$ cat src/design/conv_pkg.sv
`default_nettype none

package conv_pkg;

    ////////////////////////////////////////////////////////////////////////////
    // Frame and channel geometry
    ////////////////////////////////////////////////////////////////////////////

    localparam int FRAME_HEIGHT     = 8;
    localparam int FRAME_WIDTH      = 8;
    localparam int PIXELS_PER_FRAME = FRAME_HEIGHT * FRAME_WIDTH;
    localparam int IN_CHANNELS      = 2;
    localparam int OUT_CHANNELS     = 2;
    localparam int KERNEL_SIZE      = 3;

    // Datapath widths
    localparam int ACT_WIDTH         = 8;
    localparam int WEIGHT_WIDTH      = 8;
    // 18 products of 9-bit by 8-bit signed values fit in 21 bits
    localparam int ACC_WIDTH         = 21;
    localparam int WEIGHT_COUNT      = OUT_CHANNELS * IN_CHANNELS * KERNEL_SIZE * KERNEL_SIZE;
    localparam int WEIGHT_ADDR_WIDTH = 6;

    ////////////////////////////////////////////////////////////////////////////
    // Stream payloads and internal buses
    ////////////////////////////////////////////////////////////////////////////

    typedef struct packed {
        logic [IN_CHANNELS-1:0][ACT_WIDTH-1:0] chan;
    } in_pixel_t;

    typedef struct packed {
        logic [OUT_CHANNELS-1:0][ACT_WIDTH-1:0] chan;
    } out_pixel_t;

    // Zero-padded neighbourhood, indexed [channel][kernel row][kernel column]
    typedef logic [IN_CHANNELS-1:0][KERNEL_SIZE-1:0][KERNEL_SIZE-1:0][ACT_WIDTH-1:0] window_t;

    // Index order is output channel, input channel, kernel row, kernel column
    typedef logic [WEIGHT_COUNT-1:0][WEIGHT_WIDTH-1:0] weight_set_t;

    typedef struct packed {
        in_pixel_t pixel;
        logic      last;
    } in_beat_t;

    typedef struct packed {
        out_pixel_t pixel;
        logic       last;
    } out_beat_t;

    typedef struct packed {
        logic [2:0] row;
        logic [2:0] col;
    } coord_t;

endpackage : conv_pkg

`default_nettype wire

$ cat src/design/weight_bank.sv
`timescale 1ns/1ns
`default_nettype none

module weight_bank
    import conv_pkg::*;
(
    input  wire logic                           clock_i,
    input  wire logic                           reset_i,

    // Addressed write port, one weight per strobe
    input  wire logic                           weight_we_i,
    input  wire logic [WEIGHT_ADDR_WIDTH-1:0]   weight_addr_i,
    input  wire logic signed [WEIGHT_WIDTH-1:0] weight_data_i,

    // All kernel weights at once
    output weight_set_t                         weights_o
);

    logic signed [WEIGHT_WIDTH-1:0] weight_regs [WEIGHT_COUNT];

    ////////////////////////////////////////////////////////////////////////////
    // Address decode, one enable per register
    ////////////////////////////////////////////////////////////////////////////

    // Addresses past the last weight match no register and are dropped
    always_ff @(posedge clock_i) begin
        if (reset_i) begin
            for (int i = 0; i < WEIGHT_COUNT; i++) begin
                weight_regs[i] <= '0;
            end
        end else begin
            for (int i = 0; i < WEIGHT_COUNT; i++) begin
                if (weight_we_i && weight_addr_i == WEIGHT_ADDR_WIDTH'(i)) begin
                    weight_regs[i] <= weight_data_i;
                end
            end
        end
    end

    // Flatten into the index-ordered bus
    always_comb begin
        for (int i = 0; i < WEIGHT_COUNT; i++) begin
            weights_o[i] = weight_regs[i];
        end
    end

endmodule : weight_bank

`default_nettype wire

$ cat config.mk
export PLATFORM = sky130hd
export DESIGN_NAME = weight_bank
export DESIGN_NICKNAME = d
export VERILOG_FILES = /design/src/design/conv_pkg.sv /design/src/design/weight_bank.sv
export SDC_FILE = /design/constraint.sdc
export NUM_CORES = 1
export LEC_CHECK = 0
export BUFFER_PORTS_ARGS = -buffer_cell sky130_fd_sc_hd__clkbuf_2
export CORE_ASPECT_RATIO = 1.25
export CORE_MARGIN = 8
export CORE_UTILIZATION = 55
export CTS_CLUSTER_DIAMETER = 60
export DETAILED_ROUTE_END_ITERATION = 8
export HOLD_SLACK_MARGIN = 0.02
export PLACE_DENSITY_LB_ADDON = 0.3
export SLEW_MARGIN = 25
export SYNTH_ARGS = -nofsm -noshare
export SYNTH_HDL_FRONTEND = slang
export SYNTH_SLANG_ARGS = --single-unit
$ cat constraint.sdc
create_clock -name clock_i -period 5.37 [get_ports clock_i]
set_input_delay 0.2685 -clock clock_i [delete_from_list [all_inputs] [get_ports clock_i]]
set_output_delay 0.2685 -clock clock_i [all_outputs]
set_load 0.02 [all_outputs]
==> impl_results.md <==
- Share of cells above drive strength 1: 36.7%
- Final hold violation count: 0
- Library cells used by synthesis: 25
- Number of warning messages in the yosys log: 0
- Critical path class: input port to flip-flop
- Maximum capacitance violations: 0
- Post-DP Area: roughly 0.013 mm²
- Max stage delay on crit path: 1.10 ns
- Worst Max-Slew Pin Slew: approximately 0.94 ns
- Startpoint of the most critical hold path: weight_data_i[5]
- Crit start category: input port
- Registers with the most flip-flops: weight_regs (288)
- Remaining routing DRC violations: 0
- X dimension of the die: 145 µm
- Per-cell routed wire length: 24.0 µm
- Final number of max-transition violations: 0
- Count of buffers added by post-CTS timing repair for setup: 0
- Post-placement setup slack: 2.50 ns
- H-Tree Depth: 1
- Post-Route Utilization: between 60 and 70%
- Setup-failing EPs final: 0
- Largest net degree at the start of global routing: 70
- Slowest stage cell, crit path: or4_1
- Core Rows: 59
- Result of the run: completed
- Mean instance size in the synthesized netlist: 15.0 µm²
- CTS tree: yes
- DR pass1 iterations: 4
- Total Wirelength: between 30000 and 40000 µm
- Core region area: 0.0206 mm²
- Weighted congestion reported at the end of routability-driven placement: between 0.7 and 0.8
- Clock root cell: clkbuf_16
- CTS clock-pin slew for the worst setup and hold paths: ~0.07 ns
- Cells on Worst Hold Path: 3
- Mapped Nets: 778
- Leak: 4.82 nW
- Initial core utilization: 55.3%
- Number of flip-flops and latches in the synthesized netlist: 288
- CTS max path bufs: 3
- Max transition margin: between 30% and 40%
- I/O Pins: around 310
- Count of clock tree sinks: roughly 290
- Sum of overflow across all layers after global routing: 0
- Data arrival time of the critical path: 2.55 ns
- Top reg by flops: weight_regs
- Final-stage net count: 1020
- Most used cells in the layout excluding fill and tap cells: clkbuf_2, edfxtp_1, nor3_1
- Netlist area before placement: 0.0114 mm²
- Number of vias per cell after detailed routing: 5.90
- Layout overhead on the synthesized area: 20.3%
- Count of cells resized by post-cts repair: 0
- Gr usage total: between 20% and 30%
- Cell taking the most area after synthesis: edfxtp_1
- Nature of the critical path endpoint: flip-flop
- Sequential share of the synthesized area: 76.0%
- Class of the tightest hold or removal check: input port to flip-flop
- Die Height: ~180 µm
- First-pass GRT wire length: 46100 µm
- WP buf/inv: 1
- Die area: 0.0256 mm²
- Fin Setup TNS: 0 ns
- Vias: approximately 7.6k
- Flip-flop count of the largest register after layout: 288
- Violation count after the first detailed-route iteration: 567
- Top achievable clock speed: 418 MHz
- Critical path data required time: around 5.5 ns
- Power density over the cells: 365 mW/mm²
- Estimated wirelength of the detail-placed design: 21800 µm
- CTS Hold Bufs: 0
- Critical path fanouts, max: 44
- Syn Inst Count: 761
- Share of the synthesized area in the top cell type: 76.0%
- Period utilisation layout: 44.6%
- Count of port buffers added during placement: 304
- Critical Path, Cell by Cell: clkbuf_2 > or4_1 > o21bai_1
- Final critical path time including I/O delays and setup: 2.39 ns
- Final ANT Viol Nets: 0
- Family of cells with the greatest summed delay on the critical path: simple AND/OR/NAND/NOR gates
- Final worst slack: approximately 3.0 ns
- Endpoint with the worst hold slack: weight_regs[6][13]
- Clock buffer count from CTS: 27
- Count of antenna diodes in the layout: 0
- Final design area excluding fillers: 0.0137 mm²
- Worst-case vdd ir drop: between 0.0002 and 0.0003 V
- Via count of the first global-routing pass: 7557
- Number of antenna violations at the first check in global routing: 0
- Main area contributors after synthesis: edfxtp_1, nor3_1, clkbuf_1, nand4bb_1, buf_2
- RSZ-0062 raised after global routing: no
- Commonest non-fill, non-tap cell in the layout: clkbuf_2
- Number of fill cells in the layout: 1473
## through the flow
| step | hold WS [ns] | std cells | power, mW |
|---|---|---|---|
| floorplan | 0.542 | 761 | 2.99 |
| global placement | 0.727 | 1248 | 3.19 |
| detailed placement | 0.725 | 1248 | 3.19 |
| CTS | 0.394 | 1297 | 5.02 |
| global route | 0.419 | 1297 | 5.14 |
| finish | 0.415 | 1297 | 5.01 |
## cell usage after synthesis (all sizes together)
cell type  count
clkbuf        55
nor2b          4
nor3         272
nand4          1
or4b          10
nor2           1
and3b          1
inv            8
a41o          10
nand4b         8
o21bai        14
nand2          1
nand3b         2
or4            1
a31o          12
nand2b        10
nand4bb       17
nor3b          1
or3b           1
edfxtp       288
buf           44
## kinds of logic after synthesis
| family | after synthesis | synth area share (%) |
|---|---|---|
| buffers and inverters | 107 | 4.59 |
| DFF | 288 | 76.0 |
| and+or+nand+nor | 330 | 16.7 |
| AOI/OAI and AO/OA | 36 | 2.73 |
## area by class of cell
type / count / area (µm²) / share of cell area, %
Multi-Input combinational cell: 366 / 2220 / 16.2
Timing Repair Buffer: 312 / 1580 / 11.5
Tap cell: 274 / 343 / 2.50
Sequential cell: 288 / 8650 / 63.1
Clock buffer: 31 / 691 / 5.04
Inverter: 8 / 30.0 / 0.219
Clock inverter: 18 / 180 / 1.32
## routing by layer
layer | part of all wire (%) | global-route usage (%)
met1 | 37 | 30.5
met2 | 50 | 40.0
met3 | 10 | 5.26
met4 | 2.9 | 8.26
met5 | 0 | 0
## where the power goes
part | switching [mW] | total (mW) | internal (mW)
registers | 0.0484 | 2.64 | 2.59
clock network | 0.797 | 1.87 | 1.07
logic | 0.383 | 0.496 | 0.113
total | 1.23 | 5.01 | 3.78
## how the worst max path moves through the flow
stage	start	end	slack [ns]	cells past startpoint
finish	weight_addr_i[0]	weight_regs[4][7]	2.98	3
global route	weight_addr_i[0]	weight_regs[0][27]	2.81	3
CTS	weight_addr_i[0]	weight_regs[4][7]	3.03	3
detailed placement	weight_addr_i[0]	weight_regs[4][1]	2.50	3
global placement	weight_addr_i[0]	weight_regs[4][1]	2.58	3
floorplan	weight_addr_i[1]	weight_regs[4][10]	3.43	4
Note: power is estimated with default switching activity, not from simulation.
